File: src/hdl/ring_bus_consts.svh
`ifndef RING_BUS_CONSTS_SVH
`define RING_BUS_CONSTS_SVH

// field widths
`define ADDR_WIDTH 8
`define DATA_WIDTH 32

// ring positions, controller excluded
`define NUM_NODES 3

// line pairs, upper bit goes out in drive1
`define MES_SEQ 2'b01
`define ACK_SEQ 2'b10

// low-high-low over three drive slots
`define RST_SEQ 3'b010

// toggling pairs per error burst
`define ERROR_RST_CNT 1

`endif
File: src/hdl/ring_bus_pkg.sv
package ring_bus_pkg;

`include "ring_bus_consts.svh"

	typedef logic [`ADDR_WIDTH-1:0] bus_addr_t;
	typedef logic [`DATA_WIDTH-1:0] bus_data_t;
	typedef logic [4:0] bit_pos_t;

	typedef enum logic [3:0] {
		ph_idle, ph_arbi_resolved, ph_prio_drive, ph_prio_latch, ph_drive1,
		ph_latch1, ph_drive2, ph_latch2, ph_phase_align, ph_bus_reset
	} bus_phase_e;

	typedef enum logic [1:0] {mode_tx_non_prio, mode_tx, mode_rx, mode_fwd} node_mode_e;

	typedef enum logic [3:0] {
		tx_st_addr, tx_st_data, tx_st_eot0, tx_st_eot1, tx_st_wait_ack0,
		tx_st_wait_ack1, tx_st_wait_ack2, tx_st_underflow, tx_st_error, tx_st_fwd
	} tx_state_e;

	typedef enum logic [2:0] {
		rx_st_addr, rx_st_data, rx_st_cont, rx_st_drive_ack0, rx_st_drive_ack1,
		rx_st_error, rx_st_fwd
	} rx_state_e;

endpackage

File: src/hdl/ring_ctrl.sv
`timescale 1ns/1ps

`include "ring_bus_consts.svh"

module ring_ctrl (
	input logic CLK,
	input logic RESET,
	input logic line_in,
	output logic line_out
);
	import ring_bus_pkg::*;

	localparam logic [2:0] RST = `RST_SEQ;

	bus_phase_e phase;
	logic [2:0] hist;
	logic d1_q;
	logic ack_wait;
	logic inject;
	logic [1:0] inj_cnt;

	// hist sees what node 0 sees, so the phase stays in step with the ring
	always_ff @(posedge CLK or negedge RESET)
	begin
		if (!RESET)
		begin
			phase <= ph_idle;
			hist <= '0;
			d1_q <= 1'b0;
			ack_wait <= 1'b0;
			inject <= 1'b0;
			inj_cnt <= '0;
		end
		else
		begin
			if ((phase == ph_drive1) || (phase == ph_drive2) ||
				(phase == ph_phase_align) || (phase == ph_bus_reset))
				hist <= {hist[1:0], line_out};
			case (phase)
				ph_idle:
				begin
					// line came back high, nobody asked for the bus
					if (line_in)
					begin
						inject <= 1'b1;
						inj_cnt <= '0;
					end
					phase <= ph_arbi_resolved;
				end
				ph_arbi_resolved:
					phase <= ph_prio_drive;
				ph_prio_drive:
					phase <= ph_prio_latch;
				ph_prio_latch:
					phase <= ph_drive1;
				ph_drive1:
				begin
					d1_q <= line_in;
					if (inject)
						inj_cnt <= inj_cnt + 1'b1;
					phase <= ph_latch1;
				end
				ph_drive2:
				begin
					if (inject)
						inj_cnt <= inj_cnt + 1'b1;
					else if (ack_wait)
					begin
						// acknowledge pair passed, reset follows
						ack_wait <= 1'b0;
						inject <= 1'b1;
						inj_cnt <= '0;
					end
					else if (line_in != d1_q)
						ack_wait <= 1'b1;
					phase <= ph_latch2;
				end
				ph_latch1:
					phase <= (hist == RST) ? ph_phase_align : ph_drive2;
				ph_latch2:
					phase <= (hist == RST) ? ph_phase_align : ph_drive1;
				ph_phase_align:
				begin
					inject <= 1'b0;
					phase <= ph_bus_reset;
				end
				ph_bus_reset:
					if (hist == 3'b111)
						phase <= ph_idle;
				default:
					phase <= ph_idle;
			endcase
		end
	end

	always_comb
	begin
		case (phase)
			ph_prio_drive:
				line_out = inject ? 1'b1 : line_in;
			ph_drive1, ph_drive2:
				line_out = inject ? RST[2'd2 - inj_cnt] : line_in;
			default:
				line_out = 1'b1;
		endcase
	end

endmodule

File: config.mk
export PLATFORM = sky130hd
export DESIGN_NAME = ring_ctrl
export DESIGN_NICKNAME = d
export VERILOG_FILES = /design/src/hdl/ring_bus_pkg.sv /design/src/hdl/ring_ctrl.sv
export VERILOG_INCLUDE_DIRS = /design/src /design/src/hdl
export SDC_FILE = /design/constraint.sdc
export NUM_CORES = 1
export LEC_CHECK = 0
export BUFFER_PORTS_ARGS = -buffer_cell sky130_fd_sc_hd__buf_2
export CAP_MARGIN = 20
export CORE_ASPECT_RATIO = 1.25
export CORE_UTILIZATION = 29
export CTS_CLUSTER_SIZE = 8
export DETAILED_ROUTE_END_ITERATION = 8
export HOLD_SLACK_MARGIN = 0.12
export SETUP_SLACK_MARGIN = 0.02
export SLEW_MARGIN = 15
export SYNTH_ARGS = -nofsm -noshare
export SYNTH_HDL_FRONTEND = slang
export SYNTH_SLANG_ARGS = --single-unit
File: constraint.sdc
create_clock -name CLK -period 2.3 [get_ports CLK]
set_clock_uncertainty 0.15 [all_clocks]
set_input_delay 0.23 -clock CLK [delete_from_list [all_inputs] [get_ports CLK]]
set_output_delay 0.23 -clock CLK [all_outputs]
set_load 0.005 [all_outputs]
# Word level (Yosys, flattened, before mapping)
# Cells that the tools add are included.
# word_totals
reg_bits,12
latch_bits,0
ram_bits,0
rom_bits,0
in_bits,3
wordCells,56
mem_count,0
# op_classes
addsub,2
multipliers,0
div,0
order_cmp,1
n_eq_ne,16
shifts,0
mux,20
n_bitwise,1
reduce_logical,10
# op_table
op,n
$pmux 4 s10,1
$eq 4x3->1 const B,4
$mux 4,3
$eq 4x2->1 const B,2
$eq 4x4->1 const B,2
$mux 1,8
$mux 2,4
$pmux 2 s3,1
$reduce_bool 3->1,2
$eq 4x1->1 const B,1
$logic_not 4->1,1
$ne 2x2->1 const B,2
$reduce_and 2->1,2
$reduce_and 4->1,1
$eq 3x2->1 const B,1
$eq 3x3->1 const B,1
$logic_or 1x1->1,3
$lt 2x3->1 const B,1
$ne 3x3->1 const B,1
$pmux 1 s3,1
$add 2x1->2 const B,1
$bmux 1 s2,1
$ne 2x1->1 const B,1
$pmux 1 s2,1
4 further kinds,4

# Depth between registers and ports, before layout
# logic_depth
depth_word,5
depth_mapped,5

# Worst setup path after synthesis
# Ideal clock, no wire load.
# synth_path
kind,register -> register
from,register phase[0]
to,register ack_wait
setup_time_ns,0.065
arrival_time_ns,1.395
setup_slack_ns,0.690
stages_incl_launch_ff,5
n_path_buf,1
cell_sequence,dfrtp_1 -> buf_6 -> or3b_4 -> or4_1 -> nand2_1
# synth_between
elab_chain_len,2
# synth_lines
element,line,text
from (decl),ring_ctrl.sv:15,bus_phase_e phase;
from (signal assigned),ring_ctrl.sv:27,phase <= ph_idle;
from (signal assigned),ring_ctrl.sv:48,phase <= ph_arbi_resolved;
from (signal assigned),ring_ctrl.sv:51,phase <= ph_prio_drive;
$eq 4x3->1,ring_ctrl.sv:39,case (phase)
$reduce_and 2->1 (no line),-,
to (signal assigned),ring_ctrl.sv:30,ack_wait <= 1'b0;
to (signal assigned),ring_ctrl.sv:70,ack_wait <= 1'b0;
to (signal assigned),ring_ctrl.sv:75,ack_wait <= 1'b1;
to (decl),ring_ctrl.sv:18,logic ack_wait;
# No other way between the ends.
# A chain may end at the register's enable or synchronous reset.

# Worst setup path in the final report
# layout_path
from,input port line_in
to,output port line_out
# layout_between
elab_chain_len,2
# layout_lines
element,line,text
from (decl),ring_ctrl.sv:8,"input logic line_in,"
$mux 1 (on tied branches),"ring_ctrl.sv:102, ring_ctrl.sv:100",
$pmux 1 s2 (*),ring_ctrl.sv:98,case (phase)
to (decl),ring_ctrl.sv:9,output logic line_out
# Every way passes the cells marked *; elsewhere a longest branch is shown, timed or not.

==> results by group <==
Run status
  • Status: completed

Worst setup path
  • Crit path capture type: output port
  • Worst path max stage delay: between 0.5 and 0.6 ns
  • CP required: 1.92 ns
  • Reg-to-Reg Start: phase[2]
  • Crit path max-delay family: buffers and inverters
  • Kind of critical path: input pin to output port
  • Worst reg-to-reg setup slack: ~0.57 ns
  • Most used cell, CP: buf_2
  • Slowest CP cell: dlygate4sd3_1
  • Crit-path cells: dlygate4sd3_1, buf_2, mux2i_1, o2bb2ai_1, nand2_1, buf_2
  • R2r endpoint: ack_wait
  • Worst reg-to-reg path cell count: 3
  • CP Launch Type: input pin
  • CP bufs+invs: 3
  • Max Fanout on Critical Path: 6
  • Worst path arrival time: around 1.5 ns

CTS
  • Num CTS Buffers: 3
  • Max H-tree Level: 1
  • Post-CTS Hold Buffers: 2
  • Clk root buf: clkbuf_4
  • Deepest clock path buffer count: 2
  • Post-CTS Setup Bufs: 0
  • Post_cts resized: 0
  • CTS Sinks: 12
  • Worst-skew pair later-pin latency: approximately 0.27 ns
  • TritonCTS clock tree: built
  • Clock-pin slew on the worst setup and hold paths: 0.08 ns

Global route
  • Initial antenna violation count: 0
  • Gr ovfl total: 0
  • Global-route usage over all layers: 11.1%
  • Vias in the first global route: 467
  • Largest net degree at the start of global routing: 13
  • Global-route wire length before repair: just over 2000 um

STA
  • Worst slew pin tran: 0.352 ns
  • Hold Fails Final Rpt: 0
  • Fmax: 545 MHz
  • Period utilization: about four fifths
  • Final Max Tran Viols: 0
  • Final min period: between 1.5 and 2 ns
  • Setup_tns: 0 ns
  • Slew headroom: about 76%
  • RSZ-0062 raised after global routing: no
  • Min Hold Slack: 0.203 ns
  • Final Setup Violations: 0

Routing
  • Drt wl/cell: 11.5 um
  • Vias/cell: 4.78
  • Number of DRC markers in iteration 0: 2
  • DR DRC count: 0
  • ANT nets after route: 0
  • DR vias: between 400 and 500
  • Final wirelength: between 1000 and 1500 um
  • Detailed Routing Iterations Pass 1: 4

Layout
  • Share of layout cells above drive strength 1: 16.7%
  • Nets@finish: 78
  • Synth-to-Final Area Change: 12.0%
  • Antenna Cells: 0
  • Filler instances: 234

Min path
  • Worst hold path type: input pin to async pin

Die
  • Die footprint: 0.00251 sq mm
  • I/O Pins: 4
  • Starting Density: 30.6%
  • Core box area: around 0.0022 sq mm
  • Die height: around 56 um
  • # rows: 19
  • Chip Width: between 40 and 50 um

Synth
  • Synth area leader: dfrtp_1
  • Post-synth top area share: between 40 and 50%
  • Sequential area share after synthesis: 44.9%
  • Synth async-reset ratio: 100%
  • Post-synth cell types: 32
  • Post-synth top flop: dfrtp_1
  • Register bit total from synthesis: 12
  • Syn Std Cell Area: between 600 and 700 sq um
  • Avg Cell Area, Syn: between 9 and 10 sq um
  • Post-Syn Nets: just over 70
  • Ys Warns: 0
  • Cells after Synth: 67
  • Ranking of synthesized cells by area: dfrtp_1, mux2_2, nand2b_1
  • Number of synthesized flops with an enable pin: 0

Placed design
  • Placer Congestion: about 0.8
  • Port buffer count: 3
  • DP Wirelength: ~860 um

Power and ir drop
  • Leak: between 0.3 and 0.4 nW
  • Power Density: 1300 mW/mm^2
  • VDD IR-drop max: around 0.00047 V

Run
  • Max cap viols: 0
==> worst register-to-register path: stages, from the launching register on <==
cell and delay, ns:
dfrtp_1 0.54, or3b_4 0.45, or4_1 0.47, nand2_1 0.07
==> cells in the mapped netlist, drive strengths merged, types with 2 or more instances <==
master	n
dfrtp	12
a21oi	4
mux2	4
nand2	4
nand2b	4
nand3	4
o21ai	4
clkbuf	3
inv	3
nor2	3
nor2b	2
==> through the flow <==
| stage | util [%] | cell area [sq um] | instances | power [mW] | setup WS (ns) |
|---|---|---|---|---|---|
| floorplan | - | 669 | 67 | 0.774 | 0.690 |
| global placement | 32.3 | 707 | 98 | 0.848 | 0.623 |
| detailed placement | 32.3 | 707 | 98 | 0.855 | 0.601 |
| CTS | 34.3 | 749 | 103 | 0.989 | 0.455 |
| global route | 34.3 | 749 | 103 | 1.07 | 0.389 |
| finish | 34.3 | 749 | 103 | 0.977 | 0.464 |
==> flip-flops by register name (all words and copies together), names as in the netlist <==
| name | count |
|---|---|
| inj_cnt | 2 |
| ack_wait | 1 |
| d1_q | 1 |
| phase | 4 |
| inject | 1 |
| hist | 3 |
==> logic make-up after synthesis <==
| logic type | after synthesis | synth area share (%) |
|---|---|---|
| buffers and inverters | 7 | 5.23 |
| and+or+nand+nor | 26 | 24.1 |
| xor gates and xnor gates | 1 | 1.31 |
| AOI/OAI and AO/OA | 15 | 14.4 |
| DFF | 12 | 44.9 |
| muxes | 5 | 8.22 |
| adders and majority gates | 1 | 1.87 |
==> cells in the final DEF (no fill, tap or decap), types with 2 or more instances in the layout <==
cell type      count
clkbuf_4           3
nand2_1            4
inv_1              3
buf_2              3
o21ai_0            4
nor2b_1            2
nor2_1             3
mux2_2             4
a21oi_1            4
dfrtp_1           12
dlygate4sd3_1      2
nand3_1            4
nand2b_1           4
==> metal layers <==
metal / vias to the layer above / share of wire [%] / GRT usage, %
li1: 253 / - / -
met2: 6 / 48 / 16.6
met3: 2 / 2.9 / 2.92
met5: - / 0 / 0
met1: 231 / 48 / 14.0
met4: 0 / 1.0 / 6.49
==> power by group <==
| group | switching (mW) | leakage, nW | internal (mW) | total [mW] |
|---|---|---|---|---|
| clock | 0.0671 | 0.0138 | 0.0605 | 0.128 |
| sequential | 0.137 | 0.143 | 0.309 | 0.446 |
| combinational | 0.171 | 0.153 | 0.233 | 0.404 |
==> area by class of cell <==
| class | instances | area, sq um | share of cell area [%] |
|---|---|---|---|
| clock buffer | 3 | 22.5 | 3.01 |
| inverter | 3 | 11.3 | 1.50 |
| multi-input combinational | 48 | 334 | 44.6 |
| sequential | 12 | 300 | 40.1 |
| tap | 31 | 38.8 | 5.18 |
| timing repair buffer | 6 | 42.5 | 5.68 |
==> how the worst max path moves through the flow <==
stage	from	end	depth (start not counted)
final	line_in	line_out	6
after global routing	line_in	line_out	6
after CTS	line_in	line_out	6
after detailed placement	phase[2]	hist[2]	3
after global placement	phase[2]	ack_wait	3
after floorplan	phase[0]	ack_wait	4
Power figures use the tool's default switching activity.
