<file path="src/hdl/ring_bus_consts.svh">
`ifndef RING_BUS_CONSTS_SVH
`define RING_BUS_CONSTS_SVH

// field widths
`define ADDR_WIDTH 8
`define DATA_WIDTH 32

// ring positions, controller excluded
`define NUM_NODES 3

// line pairs, upper bit goes out in drive1
`define MES_SEQ 2'b01
`define ACK_SEQ 2'b10

// low-high-low over three drive slots
`define RST_SEQ 3'b010

// toggling pairs per error burst
`define ERROR_RST_CNT 1

`endif
</file>
<file path="src/hdl/ring_bus_pkg.sv">
package ring_bus_pkg;

`include "ring_bus_consts.svh"

	typedef logic [`ADDR_WIDTH-1:0] bus_addr_t;
	typedef logic [`DATA_WIDTH-1:0] bus_data_t;
	typedef logic [4:0] bit_pos_t;

	typedef enum logic [3:0] {
		ph_idle, ph_arbi_resolved, ph_prio_drive, ph_prio_latch, ph_drive1,
		ph_latch1, ph_drive2, ph_latch2, ph_phase_align, ph_bus_reset
	} bus_phase_e;

	typedef enum logic [1:0] {mode_tx_non_prio, mode_tx, mode_rx, mode_fwd} node_mode_e;

	typedef enum logic [3:0] {
		tx_st_addr, tx_st_data, tx_st_eot0, tx_st_eot1, tx_st_wait_ack0,
		tx_st_wait_ack1, tx_st_wait_ack2, tx_st_underflow, tx_st_error, tx_st_fwd
	} tx_state_e;

	typedef enum logic [2:0] {
		rx_st_addr, rx_st_data, rx_st_cont, rx_st_drive_ack0, rx_st_drive_ack1,
		rx_st_error, rx_st_fwd
	} rx_state_e;

endpackage

</file>
<file path="src/hdl/ring_node.sv">
`timescale 1ns/1ps

`include "ring_bus_consts.svh"

module ring_node #(
	parameter ring_bus_pkg::bus_addr_t ADDRESS = 8'hef,
	parameter ring_bus_pkg::bus_addr_t ADDRESS_MASK = 8'hff
) (
	input logic CLK,
	input logic RESET,
	input logic DIN,
	output logic DOUT,
	input ring_bus_pkg::bus_addr_t TX_ADDR,
	input ring_bus_pkg::bus_data_t TX_DATA,
	input logic TX_PEND,
	input logic TX_REQ,
	input logic PRIORITY,
	output logic TX_ACK,
	output ring_bus_pkg::bus_addr_t RX_ADDR,
	output ring_bus_pkg::bus_data_t RX_DATA,
	output logic RX_REQ,
	input logic RX_ACK,
	output logic RX_PEND,
	output logic TX_FAIL,
	output logic TX_SUCC,
	input logic TX_RESP_ACK
);
	import ring_bus_pkg::*;

	localparam logic [1:0] MES = `MES_SEQ;
	localparam logic [1:0] ACK = `ACK_SEQ;
	localparam logic [2:0] RST = `RST_SEQ;

	bus_phase_e phase, phase_n;
	node_mode_e mode, mode_n;
	tx_state_e tx_state, tx_state_n;
	rx_state_e rx_state, rx_state_n;
	bit_pos_t bit_pos, bit_pos_n;
	logic [4:0] in_buf;
	logic out_reg, out_reg_n;
	logic tx_ack_n, tx_fail_n, tx_succ_n, rx_req_n, rx_pend_n;
	logic pend_q, pend_n;
	bus_addr_t addr_q, addr_n, rx_addr_n;
	bus_data_t data_q, data_n, rx_data_n, rx_buf, rx_buf_n;

	logic addr_bit, data_bit, pair_xor, addr_match, rst_seen, tx_drives;

	assign addr_bit = addr_q[bit_pos[2:0]];
	assign data_bit = data_q[bit_pos];
	assign pair_xor = in_buf[0] ^ in_buf[1];
	assign addr_match = ((RX_ADDR ^ ADDRESS) & ADDRESS_MASK) == '0;
	assign rst_seen = in_buf[2:0] == RST;
	assign tx_drives = (tx_state == tx_st_addr) || (tx_state == tx_st_data);

	always_ff @(posedge CLK or negedge RESET)
	begin
		if (!RESET)
		begin
			phase <= ph_idle;
			mode <= mode_fwd;
			tx_state <= tx_st_fwd;
			rx_state <= rx_st_addr;
			bit_pos <= bit_pos_t'(`ADDR_WIDTH - 1);
			out_reg <= 1'b1;
			pend_q <= 1'b0;
			TX_ACK <= 1'b0;
			TX_FAIL <= 1'b0;
			TX_SUCC <= 1'b0;
			RX_REQ <= 1'b0;
			RX_PEND <= 1'b0;
			in_buf <= '0;
		end
		else
		begin
			phase <= phase_n;
			mode <= mode_n;
			tx_state <= tx_state_n;
			rx_state <= rx_state_n;
			bit_pos <= bit_pos_n;
			out_reg <= out_reg_n;
			pend_q <= pend_n;
			TX_ACK <= tx_ack_n;
			TX_FAIL <= tx_fail_n;
			TX_SUCC <= tx_succ_n;
			RX_REQ <= rx_req_n;
			RX_PEND <= rx_pend_n;
			// line is only sampled in drive and reset phases
			if ((phase == ph_drive1) || (phase == ph_drive2) ||
				(phase == ph_phase_align) || (phase == ph_bus_reset))
				in_buf <= {in_buf[3:0], DIN};
		end
	end

	always_ff @(posedge CLK)
	begin
		addr_q <= addr_n;
		data_q <= data_n;
		RX_ADDR <= rx_addr_n;
		RX_DATA <= rx_data_n;
		rx_buf <= rx_buf_n;
	end

	always_comb
	begin
		phase_n = phase;
		mode_n = mode;
		tx_state_n = tx_state;
		rx_state_n = rx_state;
		bit_pos_n = bit_pos;
		out_reg_n = out_reg;
		pend_n = pend_q;
		addr_n = addr_q;
		data_n = data_q;
		rx_addr_n = RX_ADDR;
		rx_data_n = RX_DATA;
		rx_buf_n = rx_buf;
		tx_ack_n = TX_ACK;
		tx_fail_n = TX_FAIL;
		tx_succ_n = TX_SUCC;
		rx_req_n = RX_REQ;
		rx_pend_n = RX_PEND;

		// four-phase strobes
		if (TX_ACK && !TX_REQ)
			tx_ack_n = 1'b0;
		if (RX_REQ && RX_ACK)
		begin
			rx_req_n = 1'b0;
			rx_pend_n = 1'b0;
		end
		if (TX_RESP_ACK)
		begin
			tx_fail_n = 1'b0;
			tx_succ_n = 1'b0;
		end

		case (phase)
			ph_idle:
			begin
				mode_n = (DIN && TX_REQ) ? mode_tx_non_prio : mode_rx;
				bit_pos_n = bit_pos_t'(`ADDR_WIDTH - 1);
				phase_n = ph_arbi_resolved;
			end
			ph_arbi_resolved:
				phase_n = ph_prio_drive;
			ph_prio_drive:
			begin
				// candidate keeps the bus on a quiet line, a priority node on a flip
				if ((mode == mode_tx_non_prio) ^ (DIN ^ DOUT))
				begin
					addr_n = TX_ADDR;
					data_n = TX_DATA;
					pend_n = TX_PEND;
					tx_ack_n = 1'b1;
					mode_n = mode_tx;
					tx_state_n = tx_st_addr;
				end
				else
				begin
					mode_n = mode_rx;
					rx_state_n = rx_st_addr;
				end
				phase_n = ph_prio_latch;
			end
			ph_prio_latch:
			begin
				if (mode == mode_tx)
					out_reg_n = addr_bit;
				phase_n = ph_drive1;
			end
			ph_drive1:
			begin
				if ((mode == mode_rx) && (rx_state == rx_st_data) && !addr_match)
					mode_n = mode_fwd;
				phase_n = ph_latch1;
			end
			ph_latch1:
			begin
				if (rst_seen)
				begin
					phase_n = ph_phase_align;
					if ((mode == mode_tx) && tx_drives)
						tx_fail_n = 1'b1;
					if ((mode == mode_tx) && (tx_state == tx_st_wait_ack2))
						tx_succ_n = 1'b1;
				end
				else
				begin
					phase_n = ph_drive2;
					if (mode == mode_tx)
					begin
						case (tx_state)
							tx_st_error:
								out_reg_n = ~out_reg;
							tx_st_eot0:
							begin
								tx_state_n = tx_st_eot1;
								out_reg_n = MES[0];
							end
							tx_st_wait_ack2:
							begin
								tx_state_n = tx_st_fwd;
								tx_fail_n = 1'b1;
							end
							default:
								out_reg_n = out_reg;
						endcase
					end
					else if (mode == mode_rx)
					begin
						if (rx_state == rx_st_drive_ack0)
						begin
							rx_state_n = rx_st_drive_ack1;
							out_reg_n = ACK[0];
						end
						else if (rx_state == rx_st_error)
							out_reg_n = ~out_reg;
					end
				end
			end
			ph_drive2:
			begin
				phase_n = ph_latch2;
				if ((mode == mode_tx) && tx_drives)
				begin
					if (bit_pos != '0)
						bit_pos_n = bit_pos - 1'b1;
					else
					begin
						bit_pos_n = bit_pos_t'(`DATA_WIDTH - 1);
						if (tx_state == tx_st_addr)
							tx_state_n = tx_st_data;
						else if (pend_q && TX_REQ)
						begin
							pend_n = TX_PEND;
							data_n = TX_DATA;
							tx_ack_n = 1'b1;
						end
						else if (pend_q)
							tx_state_n = tx_st_underflow;
						else
							tx_state_n = tx_st_eot0;
					end
				end
			end
			ph_latch2:
			begin
				if (rst_seen)
				begin
					phase_n = ph_phase_align;
					if ((mode == mode_tx) && tx_drives)
						tx_fail_n = 1'b1;
				end
				else
				begin
					phase_n = ph_drive1;
					if (mode == mode_tx)
					begin
						case (tx_state)
							tx_st_addr, tx_st_data, tx_st_underflow:
							begin
								if ((tx_state != tx_st_underflow) &&
									(in_buf[1:0] == {2{out_reg}}))
									out_reg_n = (tx_state == tx_st_addr) ? addr_bit : data_bit;
								else
								begin
									// line disagrees or no word, start burst
									tx_state_n = tx_st_error;
									tx_fail_n = 1'b1;
									out_reg_n = ~MES[1];
									bit_pos_n = bit_pos_t'(`ERROR_RST_CNT - 1);
								end
							end
							tx_st_eot0:
								out_reg_n = MES[1];
							tx_st_eot1:
								tx_state_n = tx_st_wait_ack0;
							tx_st_wait_ack0, tx_st_wait_ack1:
							begin
								if ((tx_state == tx_st_wait_ack0) && (in_buf[1:0] == ACK))
									tx_state_n = tx_st_wait_ack1;
								else if ((tx_state == tx_st_wait_ack1) &&
									(in_buf[1:0] == RST[2:1]))
									tx_state_n = tx_st_wait_ack2;
								else
								begin
									tx_fail_n = 1'b1;
									tx_state_n = tx_st_fwd;
								end
							end
							tx_st_error:
							begin
								if (bit_pos != '0)
								begin
									bit_pos_n = bit_pos - 1'b1;
									out_reg_n = ~out_reg;
								end
								else
									tx_state_n = tx_st_fwd;
							end
							default:
								tx_state_n = tx_state;
						endcase
					end
					else if (mode == mode_rx)
					begin
						case (rx_state)
							rx_st_addr:
							begin
								if (pair_xor)
									rx_state_n = rx_st_fwd;
								else
								begin
									rx_addr_n = {RX_ADDR[`ADDR_WIDTH-2:0], in_buf[0]};
									if (bit_pos != '0)
										bit_pos_n = bit_pos - 1'b1;
									else
									begin
										bit_pos_n = bit_pos_t'(`DATA_WIDTH - 1);
										rx_state_n = rx_st_data;
									end
								end
							end
							rx_st_data:
							begin
								if (pair_xor)
									rx_state_n = rx_st_fwd;
								else
								begin
									rx_buf_n = {rx_buf[`DATA_WIDTH-2:0], in_buf[0]};
									if (bit_pos != '0)
										bit_pos_n = bit_pos - 1'b1;
									else
									begin
										bit_pos_n = bit_pos_t'(`DATA_WIDTH - 1);
										rx_state_n = rx_st_cont;
									end
								end
							end
							rx_st_cont:
							begin
								if (RX_REQ || RX_ACK)
								begin
									// previous word not taken yet
									bit_pos_n = bit_pos_t'(`ERROR_RST_CNT - 1);
									if (pair_xor)
										rx_state_n = rx_st_fwd;
									else
									begin
										out_reg_n = ~MES[1];
										rx_state_n = rx_st_error;
									end
								end
								else
								begin
									rx_req_n = 1'b1;
									rx_data_n = rx_buf;
									if (pair_xor)
									begin
										rx_pend_n = 1'b0;
										if (in_buf[1:0] == MES)
										begin
											rx_state_n = rx_st_drive_ack0;
											out_reg_n = ACK[1];
										end
										else
											rx_state_n = rx_st_fwd;
									end
									else
									begin
										// first bit of the next word is already here
										rx_pend_n = 1'b1;
										bit_pos_n = bit_pos - 1'b1;
										rx_buf_n = {rx_buf[`DATA_WIDTH-2:0], in_buf[0]};
										rx_state_n = rx_st_data;
									end
								end
							end
							rx_st_error:
							begin
								if (bit_pos != '0)
								begin
									bit_pos_n = bit_pos - 1'b1;
									out_reg_n = ~out_reg;
								end
								else
									rx_state_n = rx_st_fwd;
							end
							rx_st_drive_ack1:
								rx_state_n = rx_st_fwd;
							default:
								rx_state_n = rx_state;
						endcase
					end
				end
			end
			ph_phase_align:
				phase_n = ph_bus_reset;
			ph_bus_reset:
			begin
				if (in_buf[2:0] == 3'b111)
				begin
					phase_n = ph_idle;
					mode_n = mode_fwd;
				end
			end
			default:
				phase_n = ph_idle;
		endcase
	end

	// line mux
	always_comb
	begin
		DOUT = DIN;
		case (phase)
			ph_idle:
				DOUT = DIN & ~TX_REQ;
			ph_arbi_resolved:
				if (mode == mode_tx_non_prio)
					DOUT = 1'b0;
			ph_prio_drive:
			begin
				if ((mode == mode_tx_non_prio) && !PRIORITY)
					DOUT = 1'b0;
				else if ((mode == mode_rx) && PRIORITY && TX_REQ)
					DOUT = 1'b1;
			end
			ph_prio_latch:
				DOUT = 1'b0;
			ph_drive1:
			begin
				if ((mode == mode_tx) && (tx_drives || (tx_state == tx_st_eot0) ||
					(tx_state == tx_st_error)))
					DOUT = out_reg;
				else if ((mode == mode_rx) && ((rx_state == rx_st_drive_ack0) ||
					(rx_state == rx_st_error)))
					DOUT = out_reg;
			end
			ph_drive2:
			begin
				if ((mode == mode_tx) && (tx_drives || (tx_state == tx_st_eot1) ||
					(tx_state == tx_st_error)))
					DOUT = out_reg;
				else if ((mode == mode_rx) && ((rx_state == rx_st_drive_ack1) ||
					(rx_state == rx_st_error)))
					DOUT = out_reg;
			end
			ph_latch1, ph_latch2:
			begin
				if (((mode == mode_tx) && (tx_state == tx_st_error)) ||
					((mode == mode_rx) && (rx_state == rx_st_error)))
					DOUT = out_reg;
			end
			default:
				DOUT = DIN;
		endcase
	end

endmodule

</file>
<file path="config.mk">
export PLATFORM = sky130hd
export DESIGN_NAME = ring_node
export DESIGN_NICKNAME = d
export VERILOG_FILES = /design/src/hdl/ring_bus_pkg.sv /design/src/hdl/ring_node.sv
export VERILOG_INCLUDE_DIRS = /design/src /design/src/hdl
export SDC_FILE = /design/constraint.sdc
export NUM_CORES = 1
export LEC_CHECK = 0
export ABC_AREA = 0
export BUFFER_PORTS_ARGS = -buffer_cell sky130_fd_sc_hd__buf_2
export CELL_PAD_IN_SITES_DETAIL_PLACEMENT = 0
export CELL_PAD_IN_SITES_GLOBAL_PLACEMENT = 1
export CORE_ASPECT_RATIO = 0.9
export CORE_UTILIZATION = 40
export CTS_CLUSTER_DIAMETER = 120
export CTS_CLUSTER_SIZE = 16
export DETAILED_ROUTE_END_ITERATION = 6
export HOLD_SLACK_MARGIN = 0.05
export PLACE_DENSITY_LB_ADDON = 0.1
export SYNTH_ARGS = -nofsm -noshare
export SYNTH_HDL_FRONTEND = slang
export SYNTH_SLANG_ARGS = --single-unit
</file>
<file path="constraint.sdc">
create_clock -name CLK -period 6.1 [get_ports CLK]
set_input_delay 0.61 -clock CLK [delete_from_list [all_inputs] [get_ports CLK]]
set_output_delay 0.61 -clock CLK [all_outputs]
set_load 0.1 [all_outputs]
</file>
* After elaboration in Yosys (flattened, before gate mapping)
Cells that the tools add are included.
Storage, ports and cells: output and inout bits 46, logic and storage cells 310, input bits 48, bits in read-only memories 0, RAM bits 0, memories kept 0, bits in registers 140, latch bits 0
Cells by class: eq/ne operators 72, bitwise operators 11, multipliers 0, reductions and logical operators 62, shifts and indexed selects 0, order comparisons 2, div/mod/pow operators 0, mux-type cells 144, add/subtract/negate cells 1
Operators with widths (number):
- two-way mux 32 bit | 7
- one-hot mux 32 bit (2 select lines) | 2
- two-way mux 1 bit | 66
- two-way mux 4 bit | 16
- two-way mux 3 bit | 17
- two-way mux 5 bit | 10
- one-hot mux 4 bit (10 select lines) | 1
- AND reduction 13 bit | 3
- == test 4 x 3 -> 1 bit, second input constant | 8
- one-hot mux 4 bit (4 select lines) | 2
- != test 2 bit, second input constant | 15
- one-hot mux 5 bit (3 select lines) | 2
- != test 4 bit, second input constant | 6
- AND reduction 6 bit | 4
- logical AND 1 bit | 20
- != test 5 bit, second input constant | 4
- != test 3 bit, second input constant | 6
- == test 4 x 2 -> 1 bit, second input constant | 4
- one-hot mux 3 bit (5 select lines) | 1
- == test 4 bit, second input constant | 3
- logical OR 1 bit | 12
- != test 4 x 3 -> 1 bit, second input constant | 3
- one-hot mux 1 bit (2 select lines) | 6
- two-way mux 2 bit | 5
- 41 further kinds | 69

* Longest topological paths before layout
Gate-level depths: netlist (run 1).
depth after elaboration 11, depth in mapped cells 11, mapped depth without buffers 8

* Least setup slack after synthesis (run 1)
No wires, ideal clock.
path kind register -> register, from register bit_pos[0], to register pend_q, data required time 5.975 ns, stages on the path, launching flop included 11, data arrival time 4.557 ns, setup slack 1.418 ns, clock period less this slack 4.682 ns, setup time 0.125 ns, buffers on the path 3, path through dfstp_2 clkbuf_1 buf_1 inv_1 ha_1 or4b_4 buf_6 nor2_1 nor2_1 a2111oi_2 mux2_2
On the way: cells in the longest elaborated chain, start to end 3
Ends and longest elaborated chain:
- start, declared | RTL line ring_node.sv:38 | bit_pos_t bit_pos, bit_pos_n;
- start signal, assigned | RTL line ring_node.sv:63 | bit_pos <= bit_pos_t'(`ADDR_WIDTH - 1);
- start signal, assigned | RTL line ring_node.sv:79 | bit_pos <= bit_pos_n;
- nonzero test 5 bit | RTL line ring_node.sv:226 | if (bit_pos != '0)
- != test 2 bit (no line)
- AND reduction 6 bit (no line)
- end signal, assigned | RTL line ring_node.sv:81 | pend_q <= pend_n;
- end, declared | RTL line ring_node.sv:42 | logic pend_q, pend_n;
Every way passes these cells. A chain may end at the register's enable or synchronous reset.

* Worst setup path in the final report (run 1)
from register mode[0], to output port DOUT
On the way: cells in the longest elaborated chain, start to end 6, elaborated cells between the ends (all ways) 22, those cells by class eq/ne: 2; mux: 9; reduce/logical: 11
Ends and longest elaborated chain:
- start, declared | RTL line ring_node.sv:35 | node_mode_e mode, mode_n;
- start signal, assigned | RTL line ring_node.sv:60 | mode <= mode_fwd;
- start signal, assigned | RTL line ring_node.sv:76 | mode <= mode_n;
- == test 2 bit
- logical AND 1 bit (2 in a row) | RTL line ring_node.sv:426 | else if ((mode == mode_rx) && PRIORITY && TX_REQ)
- two-way mux 1 bit | RTL line ring_node.sv:426
- two-way mux 1 bit | RTL line ring_node.sv:424 | if ((mode == mode_tx_non_prio) && !PRIORITY)
- one-hot mux 1 bit (7 select lines) (*) | RTL line ring_node.sv:416 | case (phase)
- end, declared | RTL line ring_node.sv:12 | output logic DOUT,
Mark *: on every way between the ends. The rest lies on a longest branch, timed or not.

==> summary.md, run 1 <==
| Metric | Value |
|---|---|
| Status | complete, no violations |
| DRT antenna net count | 0 |
| Commonest cells after routing, fill and taps aside | 112 x edfxtp_1, 93 x buf_2, 31 x nor2_1 |
| Slew @ Worst Pin | 0.722 ns |
| Simple-gate share of the synthesized area | 10.6% |
| Number of cell rows | 43 |
| Syn Inst Count | 483 |
| Fin nets | between 600 and 700 |
| Initial antenna violation count | 0 |
| Crit share post-route | 62.3% |
| Worst-path clk slew | 0.06 ns |
| Chip width | 135 um |
| Synthesized area | 6400 sq um |
| N_diodes | 0 |
| Xor-xnor portion of the synthesized cell area | less than 1% |
| Power density over the cells | 479 nW/um^2 |
| FFs w/ async S/R, synth | between 20% and 30% |
| Slowest CP cell | ha_1 |
| Crit path max fanout | 17 |
| Post-Syn Area per Cell | 13.3 sq um |
| Vias | 4310 |
| Gpl congestion | 0.832 |
| Ys Warns | 0 |
| Largest family of logic cells by synthesized area | compound AO/OA/AOI/OAI gates |
| Routed WL | 13.9 mm |
| Fmax | about 260 MHz |
| RSZ-0062 raised after global routing | no |
| Register area share after synthesis | 63.7% |
| CP endpoint kind | output port |
| H-tree depth | 4 |
| Initial Util | 41.2% |
| FILL cells | approximately 1400 |
| Commonest non-fill, non-tap cell in the layout | edfxtp_1 |
| Hold_ws | 0.226 ns |
| Setup TNS | 0 ns |
| P&R area growth vs syn | 19.1% |
| Largest net degree at the start of global routing | 34 |
| Lkg Pwr | ~2.8 nW |
| Hold Vio Cnt, Final | 0 |
| Max incr delay on CP | 0.59 ns |
| Critical path type | register to output port |
| Final setup violation count | 0 |
| Core area | ~16000 sq um |
| CTS tree | built |
| DRC violations left | 0 |
| Mapped Nets | 539 |
| Port bufs | 93 |
| First-pass GRT wire length | 22.1 mm |
| DR iter-0 viols | roughly 320 |
| Vias in the first global route | 3957 |
| CP cell instances | ha_1 > nand2b_1 > o32ai_1 > mux2i_1 > o22ai_1 > a211oi_1 > a21oi_1 > buf_2 |
| Max Cap Violations | 0 |
| Total GRT Usage | 18.1% |
| Post-Synth Adder-Cell Area | 1.72% |
| Critical path arrival | 3.19 ns |
| Max VDD drop | about 0.00024 V |
| Clk buf depth | 2 |
| Ys flop type | edfxtp_1 |
| Number of flops mapped to enable cells by yosys | between 100 and 150 |
| Synth unique cells | 66 |
| Required time worst endpoint | 5.49 ns |
| Number of buffers created by CTS | 17 |
| WL/cell | 17.8 um |
| Setup Skew | 0.0108 ns |
| Resize count post-CTS | 0 |
| 1st-pass router iterations | 5 |
| Fin. max-slew vios | 0 |
| Postcts setup bufs | 0 |
| CP Launch Type | register |
| Compound-Gate Fraction of Synth Area | 12.9% |
| Min Clock Period, post-route | roughly 3.8 ns |
| Mux contribution to synthesized area | 6.98% |
| Cts hold-fix bufs | 0 |
| Sink count of the clock tree | 140 |
| Max-slew headroom | 51.7% |
| Congestion Overflow GR | 0 |
| Regs by FF count | RX_DATA (32), data_q (32), rx_buf (32) |
| Area of the multi-input gates | 2150 sq um |
| Layout cell share with drive strength beyond 1 | 27.3% |
| Hold crit path type | input pin to asynchronous set/reset pin |
| Post-DP HPWL | 9.53 mm |
| Synth Register Bits | 140 |
| Die height | 122 um |
| Ports | 94 |
| Die area | around 17000 sq um |
| CTS root buffer | clkbuf_16 |
| Clock Latency Late Sink | 0.42 ns |
| Storage cell area | approximately 4100 sq um |
| Vias per cell | 5.50 |
| Utilization after layout | 49.0% |
critical path: cells and delay by family (launching register included):
kind / cells / cell delay [ns]
compound gates: 4 / 0.78
fa+ha+maj: 1 / 0.59
buf+inv: 1 / 0.44
flops: 1 / 0.53
mux: 1 / 0.12
simple gates: 1 / 0.31
where the power goes:
group | switching [mW] | total [mW] | internal, mW | leakage, nW
Clock | 0.402 | 0.978 | 0.575 | 0.269
Combinational | 0.744 | 1.22 | 0.480 | 1.21
Sequential | 0.245 | 1.45 | 1.20 | 1.35
layout make-up:
| cell class | count | area share (%) |
|---|---|---|
| timing repair buffer | 100 | 6.80 |
| inverter | 18 | 0.887 |
| tap | 202 | 3.32 |
| clock buffer | 20 | 5.86 |
| clock inverter | 12 | 1.49 |
| sequential | 140 | 53.5 |
| multi-input combinational | 292 | 28.2 |
cell families after synthesis:
kind of cell	after synthesis
AO/OA/AOI/OAI	116
AND/OR/NAND/NOR	124
XOR/XNOR	7
flip-flops	140
multiplexers	36
adder cells (fa/ha/maj)	9
buffers and inverters	51
synthesized netlist by cell type, drive strengths merged (2+ instances only):
master   number  area share [%]
edfxtp      112              53
nor2         32             1.9
clkbuf       29             1.7
a21oi        24             1.9
o21ai        24             1.9
mux2i        21             3.3
dfrtp        20             7.8
nand2        19             1.1
inv          17             1.0
nor3         13             1.0
nand2b       11             1.1
mux2          9             1.6
nand3b        9             1.1
a31oi         8            0.78
dfstp         8             3.3
ha            8             1.6
nand3         8            0.63
mux4          6             2.1
nor4          6            0.82
xnor2         6            0.82
a22oi         5            0.59
nand4         5            0.49
o211ai        5            0.59
o22ai         5            0.49
a2111oi       4             1.2
a22o          4            0.55
buf           4            0.47
nand4b        4            0.55
nor2b         4            0.39
o32ai         4            0.55
a211oi        3            0.35
a21o          3            0.35
and3          3            0.29
o21a          3            0.35
o21bai        3            0.35
o31ai         3            0.35
or2           3            0.29
a211o         2            0.27
a311oi        2            0.27
nor3b         2            0.23
o32a          2            0.31
final timing paths:
path                                  from           to  slack, ns  cells after the start
worst min register to register  rx_buf[31]  RX_DATA[31]       0.43                      0
worst min-delay path                 RESET     phase[2]       0.23                      1
max in group asynchronous            RESET   bit_pos[4]       5.43                      1
worst max register to register    phase[1]   rx_buf[21]       3.06                      5
worst max-delay path               mode[0]         DOUT       2.30                      8
min in group CLK                TX_DATA[5]    data_q[5]       0.36                      1
layer usage:
layer / routed length [um] / up-vias / GRT usage [%]
met5: 0 / - / 0
met4: 201 / 0 / 7.51
met3: 700 / 13 / 4.00
met2: 6220 / 146 / 26.1
met1: 6800 / 2113 / 26.3
li1: - / 2038 / -
through the flow:
| stage | worst slack [ns] | instances | area [sq um] | total power, mW |
|---|---|---|---|---|
| global placement | 2.85 | 752 | 7060 | 2.67 |
| floorplan | 1.42 | 483 | 6400 | 2.34 |
| global route | 2.08 | 784 | 7620 | 3.86 |
| finish | 2.30 | 784 | 7620 | 3.65 |
| detailed placement | 2.75 | 752 | 7060 | 2.68 |
| CTS | 2.29 | 784 | 7620 | 3.67 |
No activity file was read; power rests on OpenSTA's default activity.
==> run 2: changes to the inputs <==
--- a/config.mk
+++ b/config.mk
@@ -6,7 +6,7 @@
 export SDC_FILE = /design/constraint.sdc
 export NUM_CORES = 1
 export LEC_CHECK = 0
-export ABC_AREA = 0
+export ABC_AREA = 1
 export BUFFER_PORTS_ARGS = -buffer_cell sky130_fd_sc_hd__buf_2
 export CELL_PAD_IN_SITES_DETAIL_PLACEMENT = 0
 export CELL_PAD_IN_SITES_GLOBAL_PLACEMENT = 1
==> constraint.sdc (replaced) <==
create_clock -name CLK -period 3.25 [get_ports CLK]
set_input_delay 0.325 -clock CLK [delete_from_list [all_inputs] [get_ports CLK]]
set_output_delay 0.325 -clock CLK [all_outputs]
set_load 0.1 [all_outputs]
==> run 2 against run 1 <==
  * Register-to-register slack lost 2.5 ns
  * Setup slack lost 1.9 ns
  * Sequential power grew 72%
  * Critical path depth grew 4
  * Combinational power grew 120%
  * Clock skew is essentially flat
  * Area after synthesis grew 0.70%
  * Clock power grew 97%
  * Critical path type unchanged
  * Critical endpoint unchanged
  * Highest routed layer unchanged
==> summary.md, run 2 <==
| Metric | Value |
|---|---|
| Required time worst endpoint | 2.92 ns (-2.57 ns) |
| GRT met3 Usage | 3.63% (-0.36 points) |
| DRC violations left | 0 (unchanged) |
| Crit path to | DOUT |
| Register area share after synthesis | 63.2% (-0.44 points) |
| Critical path type | register to output port |
| Total GRT Usage | 19.8% (+1.7 points) |
| Fmax | 348 MHz |
| Max-slew headroom | 52.8% (+1.1 points) |
| Crit path max fanout | 7 (-10) |
| Utilization after layout | 50.0% (+0.95 points) |
| R2r setup slk | 0.60 ns (-2.46 ns) |
| Max Cap Violations | 0 (unchanged) |
| FILL cells | 1475 (+6.8%) |
| CP cell instances | ha_1 > inv_1 > o21ai_0 > nand2_1 > nand2_1 > nand2_1 > nor2_1 > nor2_1 > nand2_2 > nand2_2 > inv_1 > buf_2 |
| WL/cell | 16.1 um (-9.1%) |
| FFs w/ async S/R, synth | 20.0% (unchanged) |
| Final Instance Count excl. Fillers | 953 (+22%) |
| H-tree depth | 4 (unchanged) |
| DR iter-0 viols | 411 (+30%) |
| CTS tree | built |
| Ports | 94 (unchanged) |
| Commonest non-fill, non-tap cell in the layout | nand2_1 |
| CP Launch Type | register |
| Vias per cell | 5.11 (-7.1%) |
| Core area | 15600 sq um (+0.35%) |
| Synth top area cells | edfxtp_1 52%, nand2_1 8.1%, dfrtp_1 7.8%, nand3_1 5.9%, inv_1 4.7% |
| Setup slack at placement | 0.581 ns (-2.17 ns) |
| CTS root buffer | clkbuf_16 |
| Post-route cell area | 7790 sq um (+2.3%) |
| Commonest cells after routing, fill and taps aside | 139 x nand2_1, 112 x edfxtp_1, 93 x buf_2 |
| Number of cell rows | 43 (unchanged) |
| Hold Vio Cnt, Final | 0 (unchanged) |
| Slew @ Worst Pin | 0.708 ns (-0.0133 ns) |
| Setup Skew | 0.0108 ns (-0.0000131 ns) |
| Critical path arrival | 2.55 ns (-0.64 ns) |
| CP delay by family, top | buffers and inverters |
| Area of the multi-input gates | 1980 sq um (-7.8%) |
| Clock Latency Late Sink | 0.42 ns (about the same) |
| Crit share post-route | 88.5% |
| Fin. max-slew vios | 0 (unchanged) |
| Number of flops mapped to enable cells by yosys | 112 (unchanged) |
| Setup TNS | 0 ns (unchanged) |
| 1st-pass router iterations | 6 (+1) |
| Chip width | 136 um (+0.35%) |
| Initial Util | 41.3% (+0.15 points) |
| Sink count of the clock tree | 140 (unchanged) |
| Layout cell share with drive strength beyond 1 | 24.6% (-2.7 points) |
| Mapped Nets | 685 (+27%) |
| Power density over the cells | 905 nW/um^2 (+89%) |
| Synth unique cells | 42 (-36%) |
| Max VDD drop | 0.000440 V (+87%) |
| Crit path from | mode[1] |
| Cells after DPL | 920 (+22%) |
| Regs by FF count | RX_DATA (32), data_q (32), rx_buf (32) |
| Crit path depth | 12 (+4) |
| Gpl congestion | 0.923 (+11%) |
| Worst setup margin | 0.374 ns (-1.92 ns) |
| DRT antenna net count | 0 (unchanged) |
| P&R area growth vs syn | 20.9% |
| CP endpoint kind | output port |
| Worst-path clk slew | 0.07 ns (about the same) |
| Max incr delay on CP | 0.54 ns (-0.05 ns) |
| Ys Warns | 0 (unchanged) |
| Die area | 16600 sq um (+0.69%) |
| Congestion Overflow GR | 0 (unchanged) |
| Crit-path most repeated cell | nand2_1 |
| Leading cell types by count after synthesis | 139 x nand2_1, 112 x edfxtp_1, 81 x inv_1 |
| Vias in the first global route | 4510 (+14%) |
| Share of the synthesized area in the top cell type | 52.2% (-0.37 points) |
| Post-DP HPWL | 11.4 mm (+20%) |
| Post-Syn Area per Cell | 10.2 sq um (-23%) |
| WP buf/inv | 3 (+2) |
| Routed WL | 15.4 mm (+11%) |
| Clk buf depth | 2 (unchanged) |
| Postcts setup bufs | 0 (unchanged) |
| Port bufs | 93 (unchanged) |
| Storage cell area | 4070 sq um (unchanged) |
| First-pass GRT wire length | 24.4 mm (+10%) |
| DP Area | 7190 sq um (+1.8%) |
| Initial antenna violation count | 0 (unchanged) |
| Synth Register Bits | 140 (unchanged) |
| Grt peak-use layer | met1 |
| Cts hold-fix bufs | 1 (+1) |
| Resize count post-CTS | 0 (unchanged) |
| Most frequent cell after synthesis | nand2_1 |
| Met1 Usage GRT | 29.5% (+3.2 points) |
| N_diodes | 0 (unchanged) |
| Fin nets | 794 (+27%) |
| RSZ-0062 raised after global routing | no |
| Vias | 4867 (+13%) |
| Hold_ws | 0.0734 ns (-0.153 ns) |
| Number of buffers created by CTS | 17 (unchanged) |
| R2R depth | 13 (+8) |
| Syn Inst Count | 629 (+30%) |
| Final setup violation count | 0 (unchanged) |
| Worst reg2reg path endpoint | data_q[10] |
| Cell taking the most area after synthesis | edfxtp_1 |
| Ys flop type | edfxtp_1 |
| Largest net degree at the start of global routing | 35 (+2.9%) |
| Lkg Pwr | 3.34 nW (+18%) |
| Hold crit path type | input pin to register |
| Synthesized area | 6440 sq um (+0.70%) |
| Worst r2r src | bit_pos[1] |
| M2 GR Usage | 28.4% (+2.3 points) |
| Die height | 122 um (+0.34%) |
| Tot Pwr | 7.05 mW (+93%) |
| Min Clock Period, post-route | 2.88 ns |
| Slowest CP cell | dfstp_2 |
| Status | complete, no violations |
run 2: cell count changes in the layout (fill, tap and decap cells not counted), sizes merged, moves of 11 or more:
cell,change
o21ai,+11
mux2i,-21
nand2,+129
nor2,+16
nand2b,-11
inv,+77
nand3,+72
run 2: power breakdown:
group	switching, mW	internal, mW
sequential	0.222	2.28
clock	0.831	1.10
combinational	1.87	0.758
total	2.92	4.13
run 2: worst min path at each step:
stage,start,to,slack [ns],cells after the start
5_1_grt,TX_DATA[5],data_q[5],0.05,1
3_5_place_dp,RESET,tx_state[1],0.42,1
3_3_place_gp,rx_buf[31],RX_DATA[31],0.41,0
6_report,TX_DATA[4],data_q[4],0.07,1
4_1_cts,TX_DATA[4],data_q[4],0.05,1
2_1_floorplan,RESET,RX_PEND,0.03,0
run 2: logic make-up after synthesis:
kind of cell	synth area share, %
buffers and inverters	6.43
DFF	63.2
adders and majority gates	1.55
AOI/OAI and AO/OA	6.85
and+or+nand+nor	21.4
xor gates and xnor gates	0.544
run 2: layer usage:
layer | vias up | wire length [um]
li1 | 2346 | -
met1 | 2330 | 7590
met2 | 166 | 6650
met3 | 25 | 839
met4 | 0 | 306
met5 | - | 0
run 2: area by class of cell:
| class | instances | area share, % |
|---|---|---|
| sequential | 140 | 52.3 |
| clock inverter | 15 | 2.20 |
| clock buffer | 17 | 5.46 |
| inverter | 91 | 4.40 |
| timing repair buffer | 102 | 7.03 |
| tap | 202 | 3.24 |
| multi-input combinational | 386 | 25.4 |
==> run 3: changes to the inputs <==
--- a/config.mk
+++ b/config.mk
@@ -6,7 +6,6 @@
 export SDC_FILE = /design/constraint.sdc
 export NUM_CORES = 1
 export LEC_CHECK = 0
-export ABC_AREA = 1
 export BUFFER_PORTS_ARGS = -buffer_cell sky130_fd_sc_hd__buf_2
 export CELL_PAD_IN_SITES_DETAIL_PLACEMENT = 0
 export CELL_PAD_IN_SITES_GLOBAL_PLACEMENT = 1
==> run 3 against run 2 <==
  * Routed wire length down 6.8%
  * Clock power is essentially flat
  * Total power increased by 0.74%
  * Global-route usage shrank 1.1 points
  * Clock skew is 0.00089 ns lower
  * Setup slack lost 0.17 ns
  * Combinational power shrank 3%
==> summary.md, run 3 (synthesis results as in run 1) <==
| Metric | Value |
|---|---|
| WL/cell | 17.8 um (+10%) |
| Fin. max-slew vios | 0 (unchanged) |
| Worst r2r src | mode[0] |
| CP delay by family, top | buffers and inverters |
| DRT antenna net count | 0 (unchanged) |
| Critical path arrival | 2.72 ns (+0.17 ns) |
| Die area | 16500 sq um (-0.69%) |
| R2r setup slk | 0.48 ns (-0.12 ns) |
| P&R area growth vs syn | 22.8% |
| M1 WL | 6.75 mm (-11%) |
| Slowest CP cell | or4bb_1 |
| Largest net degree at the start of global routing | 33 (-5.7%) |
| FILL cells | 1408 (-4.5%) |
| N_diodes | 0 (unchanged) |
| Gpl congestion | 0.847 (-8.2%) |
| DP Area | 7260 sq um (+0.96%) |
| Number of cell rows | 43 (unchanged) |
| Met2 Wirelength | 6.46 mm (-2.8%) |
| Regs by FF count | RX_DATA (32), data_q (32), rx_buf (32) |
| Initial antenna violation count | 0 (unchanged) |
| 1st-pass router iterations | 5 (-1) |
| Setup slack at placement | 0.446 ns (-0.135 ns) |
| Utilization after layout | 50.6% (+0.60 points) |
| Status | complete, no violations |
| CP endpoint kind | output port |
| Setup Skew | 0.00987 ns (-0.000892 ns) |
| First-pass GRT wire length | 23.0 mm (-5.4%) |
| Critical path type | register to output port |
| Routed WL | 14.3 mm (-6.8%) |
| Hold crit path type | input pin to register |
| Slew @ Worst Pin | 0.697 ns (-0.0117 ns) |
| Hold path cells | 1 (unchanged) |
| Final setup violation count | 0 (unchanged) |
| Crit path from | phase[2] |
| Top Metal Used | met4 |
| Port bufs | 93 (unchanged) |
| CTS root buffer | clkbuf_16 |
| Commonest non-fill, non-tap cell in the layout | edfxtp_1 |
| RSZ-0062 raised after global routing | no |
| Hold Vio Cnt, Final | 0 (unchanged) |
| Clk buf depth | 2 (unchanged) |
| Vias in the first global route | 4208 (-6.7%) |
| Total GRT Usage | 18.7% (-1.1 points) |
| Max-slew headroom | 53.6% (+0.78 points) |
| Min Clock Period, post-route | 3.04 ns (+0.169 ns) |
| R2R depth | 7 (-6) |
| Clock Latency Late Sink | 0.43 ns (about the same) |
| WP buf/inv | 2 (-1) |
| Fmax | 328 MHz (-5.5%) |
| Post-route cell area | 7860 sq um (+0.85%) |
| Worst hold start | TX_DATA[20] |
| Post-DP HPWL | 9.96 mm (-13%) |
| DRC violations left | 0 (unchanged) |
| Commonest cells after routing, fill and taps aside | 112 x edfxtp_1, 93 x buf_2, 29 x nor2_1 |
| Cells after DPL | 772 (-16%) |
| Sink count of the clock tree | 140 (unchanged) |
| Lkg Pwr | 2.95 nW (-12%) |
| CP cell instances | buf_4 > or4bb_1 > o22ai_1 > a211oi_1 > a21oi_2 > buf_2 |
| Final Instance Count excl. Fillers | 805 (-16%) |
| Max incr delay on CP | 0.65 ns (+0.11 ns) |
| CP Launch Type | register |
| CTS tree | built |
| Required time worst endpoint | 2.92 ns (about the same) |
| Fin nets | 646 (-19%) |
| Worst-path clk slew | 0.06 ns (about the same) |
| Power density over the cells | 904 nW/um^2 (-0.11%) |
| H-tree depth | 4 (unchanged) |
| Worst reg2reg path endpoint | data_q[12] |
| Max VDD drop | 0.000472 V (+7.4%) |
| Die height | 122 um (-0.34%) |
| Vias | 4367 (-10%) |
| Max Cap Violations | 0 (unchanged) |
| Ports | 94 (unchanged) |
| WHS Endpoint | data_q[20] |
| Chip width | 135 um (-0.35%) |
| Core area | 15500 sq um (-0.34%) |
| DR iter-0 viols | 287 (-30%) |
| Initial Util | 41.2% (-0.15 points) |
| Met3 wire len | 871 um (+3.8%) |
| Layout cell share with drive strength beyond 1 | 31.0% (+6.4 points) |
| Vias per cell | 5.42 (+6.2%) |
| Worst setup margin | 0.206 ns (-0.169 ns) |
| Crit path max fanout | 13 (+6) |
| Congestion Overflow GR | 0 (unchanged) |
| Number of buffers created by CTS | 17 (unchanged) |
| Crit share post-route | 93.7% (+5.2 points) |
## run 3: changes by cell type in the layout (fill, tap and decap cells not counted), sizes merged, moves of 11 or more
cell and change:
nand2b +11, nand2 -129, nand3 -72, mux2i +21, inv -72, o21ai -11, nor2 -16, buf +19
## run 3: worst max-delay path by stage
stage / slack, ns / cells after the start / end
after detailed placement: 0.45 / 7 / data_q[31]
after floorplan: -0.18 / 10 / pend_q
final: 0.21 / 6 / DOUT
after CTS: 0.09 / 9 / DOUT
after global placement: 0.46 / 7 / data_q[31]
after global routing: 0.08 / 6 / DOUT
## run 3: where the power goes
group	internal [mW]	switching [mW]	leakage [nW]
clock network	1.09	0.836	0.282
logic	1.05	1.51	1.32
registers	2.26	0.363	1.35
total	4.39	2.71	2.95
## run 3: repair_timing
item,CTS,global route
hold endpoints to repair,20,0
endpoints found under the setup margin,0,1
hold buffers,1,0
resized for setup,0,1
buffers inserted,0,0
## run 3: through the flow
| stage | total power [mW] | TNS, ns | hold slack (ns) |
|---|---|---|---|
| global route | 7.53 | 0 | 0.0522 |
| detailed placement | 5.20 | 0 | 0.406 |
| global placement | 5.19 | 0 | 0.404 |
| CTS | 7.16 | 0 | 0.0524 |
| finish | 7.10 | 0 | 0.0715 |
| floorplan | 4.45 | -1.48 | 0.0294 |
## run 3: layer usage
metal	global-route usage (%)	up-vias
met5	0	-
met4	7.58	0
met3	4.33	24
met2	27.5	146
met1	26.6	2120
li1	-	2077
## run 3: final cells by class
type                    instances  area [sq um]  share of cell area [%]
multi-input cells             292          2170                    27.6
inverters                      18          67.6                   0.860
clock inverters                15           166                    2.12
repair buffers                121           703                    8.95
flip-flops and latches        140          4070                    51.8
well taps                     202           253                    3.22
clock buffers                  17           425                    5.41
